==> src/source/histPkg.sv <==
`default_nettype none

package histPkg;

    // default array geometry, overridden from the top level
    localparam int DEF_PIXEL_NUM = 4;
    localparam int DEF_BIN_NUM = 16;
    // bin counter width, saturates at all ones
    localparam int DEF_COUNT_W = 8;
    localparam int DEF_FIFO_DEPTH = 8;

    // extra bin bit so out-of-range bins reach the sampler
    localparam int BIN_GUARD = 1;
    // hits per run from the host
    localparam int RUN_W = 16;
    // dropped-bin counter
    localparam int OVER_W = 8;
    // bus address field, single-register slaves
    localparam int BUS_ADR_W = 4;

    // flat hit word, pixel then bin
    function automatic int hitWordW(int pixelNum, int binNum);
        return $clog2(pixelNum * binNum);
    endfunction

    // bin field as seen at the pins
    function automatic int binFieldW(int binNum);
        return $clog2(binNum) + BIN_GUARD;
    endfunction

    // builder sequencing
    typedef enum logic [2:0] {
        IDLE,
        CLEAR,
        BUILD,
        DRAIN,
        DONE
    } builderStateT;

endpackage

`default_nettype wire

==> src/source/hitBus.sv <==
`default_nettype none

interface hitBus import histPkg::*; #(
    parameter int DAT_W = hitWordW(DEF_PIXEL_NUM, DEF_BIN_NUM)
);

    // cycle qualifiers, held by the master until ack
    logic cyc;
    logic stb;
    logic we;
    // always zero, one register per slave
    logic [BUS_ADR_W-1:0] adr;
    // hit word on writes
    logic [DAT_W-1:0] datW;
    // hit word on reads, valid with ack
    logic [DAT_W-1:0] datR;
    // single-cycle handshake
    logic ack;

    modport master (
        output cyc, stb, we, adr, datW,
        input ack, datR
    );

    modport slave (
        input cyc, stb, we, adr, datW,
        output ack, datR
    );

endinterface

`default_nettype wire

==> src/source/histBuilder.sv <==
`default_nettype none

module histBuilder import histPkg::*; #(
    parameter int PIXEL_NUM = DEF_PIXEL_NUM,
    parameter int BIN_NUM = DEF_BIN_NUM,
    parameter int COUNT_W = DEF_COUNT_W,
    localparam int DEPTH = PIXEL_NUM * BIN_NUM,
    localparam int ADDR_W = hitWordW(PIXEL_NUM, BIN_NUM)
) (
    input logic clk,
    input logic res,
    input logic start,
    input logic [RUN_W-1:0] runLength,
    output logic busy,
    output logic runDone,
    hitBus.master wb,
    output logic ramWe,
    output logic [ADDR_W-1:0] ramWaddr,
    output logic [COUNT_W-1:0] ramWdata,
    output logic ramRe,
    output logic [ADDR_W-1:0] ramRaddr,
    input logic [COUNT_W-1:0] ramRdata,
    input logic rdEn,
    input logic [ADDR_W-1:0] rdAddr
);

    builderStateT state;
    builderStateT nextState;

    // run bookkeeping
    logic [RUN_W-1:0] runLenQ;
    logic [RUN_W-1:0] takenCnt;
    logic [ADDR_W-1:0] clrAddr;
    logic hostSel;
    logic wantHit;

    // stage 1, ram data for this hit arrives now
    logic s1Valid;
    logic [ADDR_W-1:0] s1Addr;

    // write retired at the last edge
    // a read issued in that cycle missed it
    logic lastWe;
    logic [ADDR_W-1:0] lastWaddr;
    logic [COUNT_W-1:0] lastWdata;

    logic [COUNT_W-1:0] curVal;
    logic [COUNT_W-1:0] incVal;

    always_comb begin
        nextState = state;
        case (state)
            IDLE, DONE: begin
                if (start) begin
                    nextState = CLEAR;
                end
            end
            CLEAR: begin
                // one zero write per address
                if (clrAddr == ADDR_W'(DEPTH - 1)) begin
                    nextState = BUILD;
                end
            end
            BUILD: begin
                if (takenCnt == runLenQ) begin
                    nextState = DRAIN;
                end
            end
            DRAIN: begin
                // pipe empty, last write is in the ram
                if (!s1Valid && !ramWe) begin
                    nextState = DONE;
                end
            end
            default: nextState = IDLE;
        endcase
    end

    always_ff @(posedge clk or negedge res) begin
        if (!res) begin
            state <= IDLE;
        end else begin
            state <= nextState;
        end
    end

    assign busy = state == CLEAR || state == BUILD || state == DRAIN;
    assign runDone = state == DONE;
    // host owns the read port between runs
    assign hostSel = state == IDLE || state == DONE;
    assign wantHit = state == BUILD && takenCnt != runLenQ;

    // read cycles toward the fifo
    assign wb.cyc = wantHit;
    assign wb.stb = wantHit;
    assign wb.we = 1'b0;
    assign wb.adr = '0;
    assign wb.datW = '0;

    // stage 0, accepted hit addresses the ram directly
    assign ramRe = hostSel ? rdEn : wb.ack;
    assign ramRaddr = hostSel ? rdAddr : wb.datR;

    // forward newest first
    always_comb begin
        if (ramWe && ramWaddr == s1Addr) begin
            curVal = ramWdata;
        end else if (lastWe && lastWaddr == s1Addr) begin
            curVal = lastWdata;
        end else begin
            curVal = ramRdata;
        end
    end

    // saturate at all ones
    assign incVal = (&curVal) ? curVal : curVal + 1'b1;

    always_ff @(posedge clk or negedge res) begin
        if (!res) begin
            runLenQ <= '0;
            takenCnt <= '0;
            clrAddr <= '0;
            s1Valid <= 1'b0;
            ramWe <= 1'b0;
            lastWe <= 1'b0;
        end else begin
            if (hostSel && start) begin
                runLenQ <= runLength;
                takenCnt <= '0;
            end else if (wb.ack) begin
                takenCnt <= takenCnt + 1'b1;
            end
            if (state == CLEAR) begin
                clrAddr <= clrAddr + 1'b1;
            end else begin
                clrAddr <= '0;
            end
            s1Valid <= wb.ack;
            // stage 2, clear or increment write
            ramWe <= state == CLEAR || s1Valid;
            lastWe <= ramWe;
        end
    end

    always_ff @(posedge clk) begin
        if (wb.ack) begin
            s1Addr <= wb.datR;
        end
        if (state == CLEAR) begin
            ramWaddr <= clrAddr;
            ramWdata <= '0;
        end else begin
            ramWaddr <= s1Addr;
            ramWdata <= incVal;
        end
        lastWaddr <= ramWaddr;
        lastWdata <= ramWdata;
    end

endmodule

`default_nettype wire

==> src/source/histRam.sv <==
`default_nettype none

module histRam import histPkg::*; #(
    parameter int DEPTH = DEF_PIXEL_NUM * DEF_BIN_NUM,
    parameter int COUNT_W = DEF_COUNT_W,
    localparam int AW = $clog2(DEPTH)
) (
    input logic clk,
    input logic we,
    input logic [AW-1:0] waddr,
    input logic [COUNT_W-1:0] wdata,
    input logic re,
    input logic [AW-1:0] raddr,
    output logic [COUNT_W-1:0] rdata
);

    // one counter per pixel and bin
    logic [COUNT_W-1:0] mem [DEPTH];

    // write port
    always_ff @(posedge clk) begin
        if (we) begin
            mem[waddr] <= wdata;
        end
    end

    // registered read port
    // same-address write at the same edge returns the old count
    always_ff @(posedge clk) begin
        if (re) begin
            rdata <= mem[raddr];
        end
    end

endmodule

`default_nettype wire

==> src/source/histTop.sv <==
`default_nettype none

module histTop import histPkg::*; #(
    parameter int PIXEL_NUM = DEF_PIXEL_NUM,
    parameter int BIN_NUM = DEF_BIN_NUM,
    parameter int COUNT_W = DEF_COUNT_W,
    parameter int FIFO_DEPTH = DEF_FIFO_DEPTH,
    localparam int PIXEL_W = $clog2(PIXEL_NUM),
    localparam int BIN_W = binFieldW(BIN_NUM),
    localparam int ADDR_W = hitWordW(PIXEL_NUM, BIN_NUM)
) (
    input logic clk,
    input logic res,
    input logic hitValid,
    input logic [PIXEL_W-1:0] hitPixel,
    input logic [BIN_W-1:0] hitBin,
    output logic hitReady,
    input logic start,
    input logic [RUN_W-1:0] runLength,
    input logic rdEn,
    input logic [ADDR_W-1:0] rdAddr,
    output logic [COUNT_W-1:0] rdData,
    output logic busy,
    output logic runDone,
    output logic [OVER_W-1:0] overRange
);

    // builder to ram
    logic ramWe;
    logic [ADDR_W-1:0] ramWaddr;
    logic [COUNT_W-1:0] ramWdata;
    logic ramRe;
    logic [ADDR_W-1:0] ramRaddr;

    // sampler to fifo
    hitBus #(.DAT_W(ADDR_W)) linkA ();
    // fifo to builder
    hitBus #(.DAT_W(ADDR_W)) linkB ();

    photonSampler #(
        .PIXEL_NUM(PIXEL_NUM),
        .BIN_NUM(BIN_NUM)
    ) i_photonSampler (
        .clk(clk),
        .res(res),
        .hitValid(hitValid),
        .hitPixel(hitPixel),
        .hitBin(hitBin),
        .hitReady(hitReady),
        .overRange(overRange),
        .wb(linkA.master)
    );

    hitFifo #(
        .FIFO_DEPTH(FIFO_DEPTH),
        .ADDR_W(ADDR_W)
    ) i_hitFifo (
        .clk(clk),
        .res(res),
        .wr(linkA.slave),
        .rd(linkB.slave)
    );

    histBuilder #(
        .PIXEL_NUM(PIXEL_NUM),
        .BIN_NUM(BIN_NUM),
        .COUNT_W(COUNT_W)
    ) i_histBuilder (
        .clk(clk),
        .res(res),
        .start(start),
        .runLength(runLength),
        .busy(busy),
        .runDone(runDone),
        .wb(linkB.master),
        .ramWe(ramWe),
        .ramWaddr(ramWaddr),
        .ramWdata(ramWdata),
        .ramRe(ramRe),
        .ramRaddr(ramRaddr),
        .ramRdata(rdData),
        .rdEn(rdEn),
        .rdAddr(rdAddr)
    );

    // host readout shares the ram read data
    histRam #(
        .DEPTH(PIXEL_NUM * BIN_NUM),
        .COUNT_W(COUNT_W)
    ) i_histRam (
        .clk(clk),
        .we(ramWe),
        .waddr(ramWaddr),
        .wdata(ramWdata),
        .re(ramRe),
        .raddr(ramRaddr),
        .rdata(rdData)
    );

endmodule

`default_nettype wire

==> src/source/hitFifo.sv <==
`default_nettype none

module hitFifo import histPkg::*; #(
    parameter int FIFO_DEPTH = DEF_FIFO_DEPTH,
    parameter int ADDR_W = hitWordW(DEF_PIXEL_NUM, DEF_BIN_NUM)
) (
    input logic clk,
    input logic res,
    hitBus.slave wr,
    hitBus.slave rd
);

    localparam int PTR_W = $clog2(FIFO_DEPTH);
    localparam int CNT_W = $clog2(FIFO_DEPTH + 1);

    logic [ADDR_W-1:0] mem [FIFO_DEPTH];
    logic [PTR_W-1:0] wrPtr;
    logic [PTR_W-1:0] rdPtr;
    logic [CNT_W-1:0] count;
    logic full;
    logic empty;
    logic push;
    logic pop;
    logic wrAck;

    // wrap at the last entry, any depth
    function automatic logic [PTR_W-1:0] nextPtr(logic [PTR_W-1:0] ptr);
        return (ptr == PTR_W'(FIFO_DEPTH - 1)) ? '0 : ptr + 1'b1;
    endfunction

    assign full = count == CNT_W'(FIFO_DEPTH);
    assign empty = count == '0;

    // write side
    // entry stored at the stb edge, ack follows one cycle later
    assign push = wr.cyc && wr.stb && wr.we && !wrAck && !full;
    assign wr.ack = wrAck;
    // nothing to return on the write link
    assign wr.datR = '0;

    // read side
    // ack straight from occupancy, data valid with it
    assign pop = rd.cyc && rd.stb && !rd.we && !empty;
    assign rd.ack = pop;
    assign rd.datR = mem[rdPtr];

    always_ff @(posedge clk or negedge res) begin
        if (!res) begin
            wrAck <= 1'b0;
            wrPtr <= '0;
            rdPtr <= '0;
            count <= '0;
        end else begin
            // single-cycle ack, master drops stb on it
            wrAck <= push;
            if (push) begin
                wrPtr <= nextPtr(wrPtr);
            end
            if (pop) begin
                rdPtr <= nextPtr(rdPtr);
            end
            // occupancy, simultaneous push and pop cancel
            case ({push, pop})
                2'b10: count <= count + 1'b1;
                2'b01: count <= count - 1'b1;
                default: count <= count;
            endcase
        end
    end

    // storage
    always_ff @(posedge clk) begin
        if (push) begin
            mem[wrPtr] <= wr.datW;
        end
    end

endmodule

`default_nettype wire

==> src/source/photonSampler.sv <==
`default_nettype none

module photonSampler import histPkg::*; #(
    parameter int PIXEL_NUM = DEF_PIXEL_NUM,
    parameter int BIN_NUM = DEF_BIN_NUM,
    localparam int PIXEL_W = $clog2(PIXEL_NUM),
    localparam int BIN_W = binFieldW(BIN_NUM),
    localparam int ADDR_W = hitWordW(PIXEL_NUM, BIN_NUM)
) (
    input logic clk,
    input logic res,
    input logic hitValid,
    input logic [PIXEL_W-1:0] hitPixel,
    input logic [BIN_W-1:0] hitBin,
    output logic hitReady,
    output logic [OVER_W-1:0] overRange,
    hitBus.master wb
);

    // one hit held until the fifo takes it
    logic pending;
    logic [ADDR_W-1:0] hitWord;
    logic take;
    logic inRange;

    // back-pressure while a bus cycle is open
    assign hitReady = !pending;
    assign take = hitValid && hitReady;
    // guard bit or index past the last bin
    assign inRange = hitBin < BIN_W'(BIN_NUM);

    always_ff @(posedge clk or negedge res) begin
        if (!res) begin
            pending <= 1'b0;
        end else if (take && inRange) begin
            pending <= 1'b1;
        end else if (pending && wb.ack) begin
            // cycle ends at the ack edge
            pending <= 1'b0;
        end
    end

    // out-of-range hits are only counted
    always_ff @(posedge clk or negedge res) begin
        if (!res) begin
            overRange <= '0;
        end else if (take && !inRange && overRange != '1) begin
            overRange <= overRange + 1'b1;
        end
    end

    // flat ram address, pixel * BIN_NUM + bin
    always_ff @(posedge clk) begin
        if (take && inRange) begin
            hitWord <= ADDR_W'(hitPixel) * ADDR_W'(BIN_NUM) + ADDR_W'(hitBin);
        end
    end

    // write cycle toward the fifo
    assign wb.cyc = pending;
    assign wb.stb = pending;
    assign wb.we = pending;
    assign wb.adr = '0;
    assign wb.datW = hitWord;

endmodule

`default_nettype wire

==> config.mk <==
export PLATFORM = sky130hd
export DESIGN_NAME = histTop
export DESIGN_NICKNAME = d
export VERILOG_FILES = /design/src/source/histPkg.sv /design/src/source/hitBus.sv /design/src/source/histBuilder.sv /design/src/source/histRam.sv /design/src/source/histTop.sv /design/src/source/hitFifo.sv /design/src/source/photonSampler.sv
export SDC_FILE = /design/constraint.sdc
export NUM_CORES = 1
export LEC_CHECK = 0
export ABC_AREA = 1
export BUFFER_PORTS_ARGS = -buffer_cell sky130_fd_sc_hd__buf_2
export CORE_MARGIN = 1
export CORE_UTILIZATION = 32
export CTS_CLUSTER_DIAMETER = 60
export DETAILED_ROUTE_END_ITERATION = 10
export PLACE_DENSITY_LB_ADDON = 0.15
export REMOVE_ABC_BUFFERS = 1
export SLEW_MARGIN = 20
export SYNTH_ARGS = -nofsm -noshare
export SYNTH_HDL_FRONTEND = slang
export SYNTH_HIERARCHICAL = 1
export SYNTH_SLANG_ARGS = --single-unit
==> constraint.sdc <==
create_clock -name clk -period 2.75 [get_ports clk]
set_input_delay 0.4125 -clock clk [delete_from_list [all_inputs] [get_ports clk]]
set_output_delay 0.4125 -clock clk [all_outputs]
set_load 0.005 [all_outputs]
==> results of run 1 <==
==> routing by layer <==
metal  up-vias  global-route usage, %  part of all wire, %
met1     10000                   23.5                   45
li1       9751                      -                    -
met3       114                   3.01                  4.8
met5         -                      0                    0
met4         0                   4.59                  2.4
met2       425                   28.7                   48
==> state kept, by name (all words and copies together) (netlist names), 3 cells and up <==
name / cells
i_photonSampler/wb.datW: 6
i_histRam/rdata: 8
i_hitFifo/wrPtr: 3
i_histBuilder/s1Addr: 6
i_histBuilder/ramWaddr: 6
i_histBuilder/lastWdata: 8
i_histBuilder/ramWdata: 8
i_histBuilder/state: 3
i_histRam/mem: 512
i_hitFifo/rdPtr: 3
i_photonSampler/overRange: 8
i_histBuilder/takenCnt: 16
i_histBuilder/runLenQ: 16
i_histBuilder/lastWaddr: 6
i_hitFifo/count: 4
i_histBuilder/clrAddr: 6
i_hitFifo/mem: 48
==> cell type report <==
class | count | share of cell area (%)
sequential | 672 | 53.9
timing repair buffer | 334 | 9.09
inverter | 125 | 1.40
tap | 1165 | 4.01
clock buffer | 99 | 5.82
clock inverter | 47 | 1.07
multi-input combinational | 1762 | 24.7
==> per-stage QoR <==
| step | instance area, um2 | instances |
|---|---|---|
| final | 36400 | 4204 |
| after detailed placement | 31700 | 3995 |
| after floorplan | 28000 | 2559 |
| after global placement | 31700 | 3995 |
| after global routing | 36400 | 4204 |
| after CTS | 34600 | 4171 |
==> what timing repair did <==
action                     CTS  global route
resized for setup           31           265
hold endpoints to repair    82             0
setup endpoints to repair   16            21
pin swaps                   10            78
setup buffers               12            15
hold buffers                19             0
cloned                       0            19
==> report_power, final <==
part	internal [mW]	switching, mW	leakage [nW]	total, mW
Sequential	13.1	0.574	6.31	13.6
Clock	5.95	4.17	1.23	10.1
Combinational	8.98	16.5	6.81	25.5
Total	28.0	21.2	14.3	49.2
==> worst reg2reg max path, delay by kind of cell (launching register included) <==
| kind | cells | cell delay (ns) |
|---|---|---|
| simple gates | 16 | 1.31 |
| buf+inv | 4 | 0.65 |
| flops | 1 | 0.45 |
==> final timing paths <==
path	endpoint	slack, ns	depth (start not counted)
hold / removal	i_histBuilder/runLenQ[12]	0.03	3
max in group asynchronous	i_hitFifo/rdPtr[0]	2.06	3
setup / recovery	i_histRam/rdata[0]	0.06	20
min in group asynchronous	i_histBuilder/takenCnt[14]	0.35	3
hold reg to reg	i_histBuilder/lastWdata[7]	0.39	0
setup reg to reg	i_histRam/rdata[0]	0.06	20
==> summary.txt, run 1 <==
Finish
  – Share of layout cells above drive strength 1: 24.4%
  – Layout Utilization: roughly two fifths
  – Multi-input logic area: 0.00899 mm2
  – Nets: about 3.0k
  – Fillcell total: 8,554
  – Area Growth Syn to Fin: 25.6%
  – ANT cells: 0
  – Most frequent cells in the layout: nand2_1 (867), edfxtp_1 (580), nand3_1 (352)
  – Storage cell area: between 0.015 and 0.02 mm2
  – Commonest non-fill, non-tap cell in the layout: nand2_1

STA
  – Setup TNS: 0 ns
  – Post-route setup slack: 0.0636 ns
  – Slew headroom: between 30% and 40%
  – Clock Skew: 0.0197 ns
  – Final setup violating endpoints: 0
  – Worst-Margin Slew: between 0.9 and 1 ns
  – Hold Slack: 0.0326 ns
  – Fmax: approximately 370 MHz
  – Final worst-path cycle share: 97.7%
  – RSZ-0062 raised after global routing: yes
  – Min cycle time layout: ~2.7 ns
  – Final hold violation count: 0
  – Max-slew violations: 0

Floorplan
  – Die ar.: 0.0916 mm2
  – Die X: 303 um
  – Number of I/O pins: 53
  – Core Box Area: around 0.089 mm2
  – Initial Utilization: 32.5%
  – Row count: 109
  – Die Ht: between 300 and 400 um

Route
  – DRT Wirelength: 82,500 um
  – Vias per cell: 4.83
  – DRC Markers: 0
  – DR vias: a little over 20k
  – Drt wl/cell: 19.6 um
  – First drt pass iteration count: 5
  – Initial DRC count: 1,466
  – Final ANT Viol Nets: 0

Clock tree
  – TritonCTS Buffers: 80
  – Worst-Skew Late Latency: 0.61 ns
  – H-Tree Level Count: 3
  – CTS sink count: roughly 670
  – CTS root buf: clkbuf_16
  – Clock-pin slew of the registers on the worst-case setup and hold paths: about 0.050 ns
  – Maximum clock path buffer count: 3
  – CTS tree: built

Placed design
  – Dpl hpwl: 49,000 um
  – Final Wtd Congestion: 0.832
  – Post-Place Setup Slack: -0.235 ns
  – IO buf count: 52

Setup path
  – CP max stage delay: approximately 0.45 ns
  – Critical Path Most Common Cell: nand2_1
  – Crit path capture type: flip-flop
  – Critical Path Source: i_hitFifo/rdPtr[0]
  – Critical Setup Path Class: flip-flop to flip-flop
  – Crit path max-delay family: simple AND/OR/NAND/NOR gates
  – Reg2reg start: i_hitFifo/rdPtr[0]
  – Worst Path Arrival: 3.04 ns
  – Slowest CP cell: dfrtp_2
  – Worst Setup Start Kind: flip-flop
  – Buf/Inv on CP: 4
  – Worst Path Max Fanout: 8
  – CP required: between 3 and 4 ns
  – Worst-path cell chain: buf_12, nor2_1, nor2_1, nand2_1, nand2_1, nand2_1, nand2_2, nand2_4, nand2_8, buf_12, buf_16, buf_12, nand2_1, nand3_1, nand3_2, nand2_2, nand2_1, nand3_2, nand3_2, nand2_2

Power
  – Leak: 14.3 nW
  – VDD IR max: 614 uV
  – Power Density: 1350 mW/mm2
  – Power, Total: ~49 mW

Global route
  – Grt ovf: 0
  – First-pass GRT wire length: approximately 120,000 um
  – Vias in the first global route: between 20k and 25k
  – Largest net degree at the start of global routing: 68
  – GRT Total Usage: 17.4%
  – Initial antenna violation count: 0

Min path
  – Beginning of the worst hold path: runLength[12]
  – Worst hold path type: primary input to flip-flop

Logic synthesis
  – Cells after Synth: 2,697
  – Synthesized cell area: 0.0289 mm2
  – Yosys warnings: 6
  – Syn avg cell area: 10.7 um2

Outcome
  – Status: complete, no violations

Flow run
  – Number of max-cap violations: 0
Power figures use the tool's default switching activity.
==> inputs of run 2 (changes only) <==
--- a/config.mk
+++ b/config.mk
@@ -13,3 +13,3 @@
 export DETAILED_ROUTE_END_ITERATION = 10
-export PLACE_DENSITY_LB_ADDON = 0.15
+export PLACE_DENSITY = 0.52
 export REMOVE_ABC_BUFFERS = 1
==> constraint.sdc (replaced) <==
create_clock -name clk -period 2.75 [get_ports clk]
set_input_delay 0 -clock clk [delete_from_list [all_inputs] [get_ports clk]]
set_output_delay 0 -clock clk [all_outputs]
set_load 0.005 [all_outputs]
==> run 2 against run 1 <==
Compared with the run above:
- final area shrank 3.6%
- register-to-register slack better by 0.07 ns
- via count down 1.2%
- sequential power is essentially flat
- total power shrank 9.1%
- die area unchanged
==> summary.txt, run 2 (synthesized netlist as in run 1, its figures left out) <==
STA
  – Fmax: 382 MHz (was 372 MHz)
  – Min cycle time layout: 2.62 ns (was 2.69 ns)
  – Final hold violation count: 0 (unchanged)
  – Final worst-path cycle share: 95.2% (was 97.7%)
  – RSZ-0062 raised after global routing: yes (unchanged)
  – Post-route setup slack: 0.133 ns (was 0.0636 ns)
  – Final setup violating endpoints: 0 (unchanged)
  – Clock Skew: 0.0259 ns (was 0.0197 ns)
  – Slew headroom: 41.7% (was 34.8%)
  – Max-slew violations: 0 (unchanged)
  – Worst-Margin Slew: 0.874 ns (was 0.970 ns)

Floorplan
  – Die Ht: 303 um (unchanged)
  – Number of I/O pins: 53 (unchanged)
  – Row count: 109 (unchanged)
  – Initial Utilization: 32.5% (unchanged)
  – Die X: 303 um (unchanged)
  – Core Box Area: 0.0889 mm2 (unchanged)
  – Die ar.: 0.0916 mm2 (unchanged)

Finish
  – Max reg flops: 512 (unchanged)
  – Commonest non-fill, non-tap cell in the layout: nand2_1 (unchanged)
  – Share of layout cells above drive strength 1: 16.8% (was 24.4%)
  – Nets: 2,975 (was 3,021)
  – Register with the most flip-flops: i_histRam/mem (unchanged)
  – Largest registers: i_histRam/mem: 512 flops, i_hitFifo/mem: 48 flops (unchanged)
  – ANT cells: 0 (unchanged)
  – Area Growth Syn to Fin: 21.1% (was 25.6%)
  – Most frequent cells in the layout: nand2_1 (928), edfxtp_1 (580), nand3_1 (443) (was nand2_1 (867), edfxtp_1 (580), nand3_1 (352))
  – Fillcell total: 8,502 (was 8,554)
  – Fin cells: 4,156 (was 4,204)
  – Layout Utilization: 39.4% (was 40.9%)

Setup path
  – CP max stage delay: 0.43 ns (was 0.45 ns)
  – Worst Path Max Fanout: 36 (was 8)
  – Critical Setup Path Class: flip-flop to flip-flop (unchanged)
  – Crit path capture type: flip-flop (unchanged)
  – Worst Setup Start Kind: flip-flop (unchanged)
  – Worst Path Arrival: 2.99 ns (was 3.04 ns)
  – Critical Path Most Common Cell: nand2_1 (unchanged)
  – Critical Path Source: i_hitFifo/rdPtr[0] (unchanged)
  – Reg2reg start: i_hitFifo/rdPtr[0] (unchanged)
  – Slowest CP cell: dfrtp_2 (unchanged)
  – CP required: 3.12 ns (was 3.11 ns)
  – Worst-path cell chain: buf_12, nor2_1, nor2_1, nand2_1, nand2_1, nand2_1, nand2_1, nand2_2, nand2_8, buf_4, buf_12, nand2_1, nand3_1, nand3_1, nand2_1, nand2_1, nand3_2, nand3_2, nand2_1 (was buf_12, nor2_1, nor2_1, nand2_1, nand2_1, nand2_1, nand2_2, nand2_4, nand2_8, buf_12, buf_16, buf_12, nand2_1, nand3_1, nand3_2, nand2_2, nand2_1, nand3_2, nand3_2, nand2_2)

Global route
  – GRT Total Usage: 16.2% (was 17.4%)
  – Initial antenna violation count: 4 (was 0)
  – Vias in the first global route: 19.9k (was 20.0k)
  – Largest net degree at the start of global routing: 92 (was 68)
  – Grt ovf: 0 (unchanged)
  – First-pass GRT wire length: 114,000 um (was 121,000 um)

Route
  – Final ANT Viol Nets: 0 (unchanged)
  – First drt pass iteration count: 6 (was 5)
  – DRC Markers: 0 (unchanged)
  – Vias per cell: 4.83 (about the same)
  – Drt wl/cell: 18.3 um (was 19.6 um)
  – Initial DRC count: 1,590 (was 1,466)
  – DR vias: 20.1k (was 20.3k)
  – DRT Wirelength: 76,100 um (was 82,500 um)

Clock tree
  – Clock-pin slew of the registers on the worst-case setup and hold paths: 0.06 ns (was 0.05 ns)
  – Worst-Skew Late Latency: 0.62 ns (was 0.61 ns)
  – CTS tree: built (unchanged)
  – CTS sink count: 672 (unchanged)
  – Maximum clock path buffer count: 3 (unchanged)
  – H-Tree Level Count: 3 (unchanged)
  – TritonCTS Buffers: 76 (was 80)
  – CTS root buf: clkbuf_16 (unchanged)

Placed design
  – Post-Place Setup Slack: -0.109 ns (was -0.235 ns)
  – Placed cells: 3,939 (was 3,995)
  – Final Wtd Congestion: 0.812 (was 0.832)
  – IO buf count: 52 (unchanged)
  – Dpl hpwl: 46,400 um (was 49,000 um)

Min path
  – Worst hold path type: primary input to flip-flop (unchanged)
  – Beginning of the worst hold path: hitBin[2] (was runLength[12])

Power
  – VDD IR max: 737 uV (was 614 uV)
  – Power Density: 1280 mW/mm2 (was 1350 mW/mm2)
  – Leak: 13.7 nW (was 14.3 nW)
  – Power, Total: 44.7 mW (was 49.2 mW)

Flow run
  – Number of max-cap violations: 0 (unchanged)

Outcome
  – Status: complete, no violations (unchanged)
run 2: cell types whose count changed in the layout (fill, tap and decap cells not counted), moves of 11 or more:
cell / previous run / this run
buf_4: 189 / 149
nand2_1: 867 / 928
nand2_2: 74 / 21
nand3_2: 136 / 50
clkinv_2: 22 / 11
nand3_1: 352 / 443
dlygate4sd3_1: 19 / 55
buf_12: 32 / 21
buf_6: 16 / 3
run 2: where the power goes:
| group | internal (mW) | leakage (nW) | switching, mW |
|---|---|---|---|
| clock network | 6.08 | 1.23 | 4.00 |
| registers | 13.1 | 6.31 | 0.665 |
| logic | 6.95 | 6.19 | 14.0 |
| total | 26.1 | 13.7 | 18.6 |
run 2: what timing repair did:
| action | 4_1_cts | 5_1_grt |
|---|---|---|
| hold buffers | 56 | 0 |
| hold endpoints to repair | 119 | 0 |
| endpoints found under the setup margin | 7 | 20 |
| resized for setup | 5 | 107 |
| gates cloned | 0 | 8 |
| setup buffers | 0 | 13 |
| pin swaps | 0 | 32 |
run 2: area by class of cell:
type                            count  area, um2  share of cell area (%)
Sequential cell                   672      19600                    55.9
Multi-Input combinational cell   1762       8290                    23.7
Timing Repair Buffer              291       2670                    7.62
Clock buffer                      103       2160                    6.16
Tap cell                         1165       1460                    4.16
Inverter                          125        503                    1.44
Clock inverter                     37        355                    1.01
Timing Repair inverter              1       8.76                  0.0250
run 2: metal layers:
metal,track usage [%],wire length (um)
met2,27.8,37600
met1,20.9,32700
met4,4.34,1450
met5,0,13
met3,2.88,4390
run 2: worst paths after layout:
kind / endpoint / slack (ns) / cells after the start
worst max-delay path: i_histRam/rdata[3] / 0.13 / 19
worst min-delay path: i_photonSampler/wb.datW[2] / 0.1 / 2
worst max register to register: i_histRam/rdata[3] / 0.13 / 19
worst min register to register: i_histBuilder/lastWdata[3] / 0.40 / 0
max in group asynchronous: i_histBuilder/runLenQ[10] / 1.96 / 4
min in group asynchronous: i_histBuilder/state[2] / 0.50 / 4
run 2: worst max-delay path, delay by kind of cell (launching register included):
kind / cells / cell delay, ns
buffers and inverters: 3 / 0.50
DFF: 1 / 0.43
and+or+nand+nor: 16 / 1.42
run 2: metrics by stage:
stage	TNS, ns	area [um2]	hold slack, ns
after CTS	0	34300	0.0699
final	0	35000	0.0953
after global routing	-0.255	35000	0.0850
after floorplan	-46.71	28000	-0.296
after global placement	-0.157	31200	0.0666
after detailed placement	-0.210	31200	0.0784
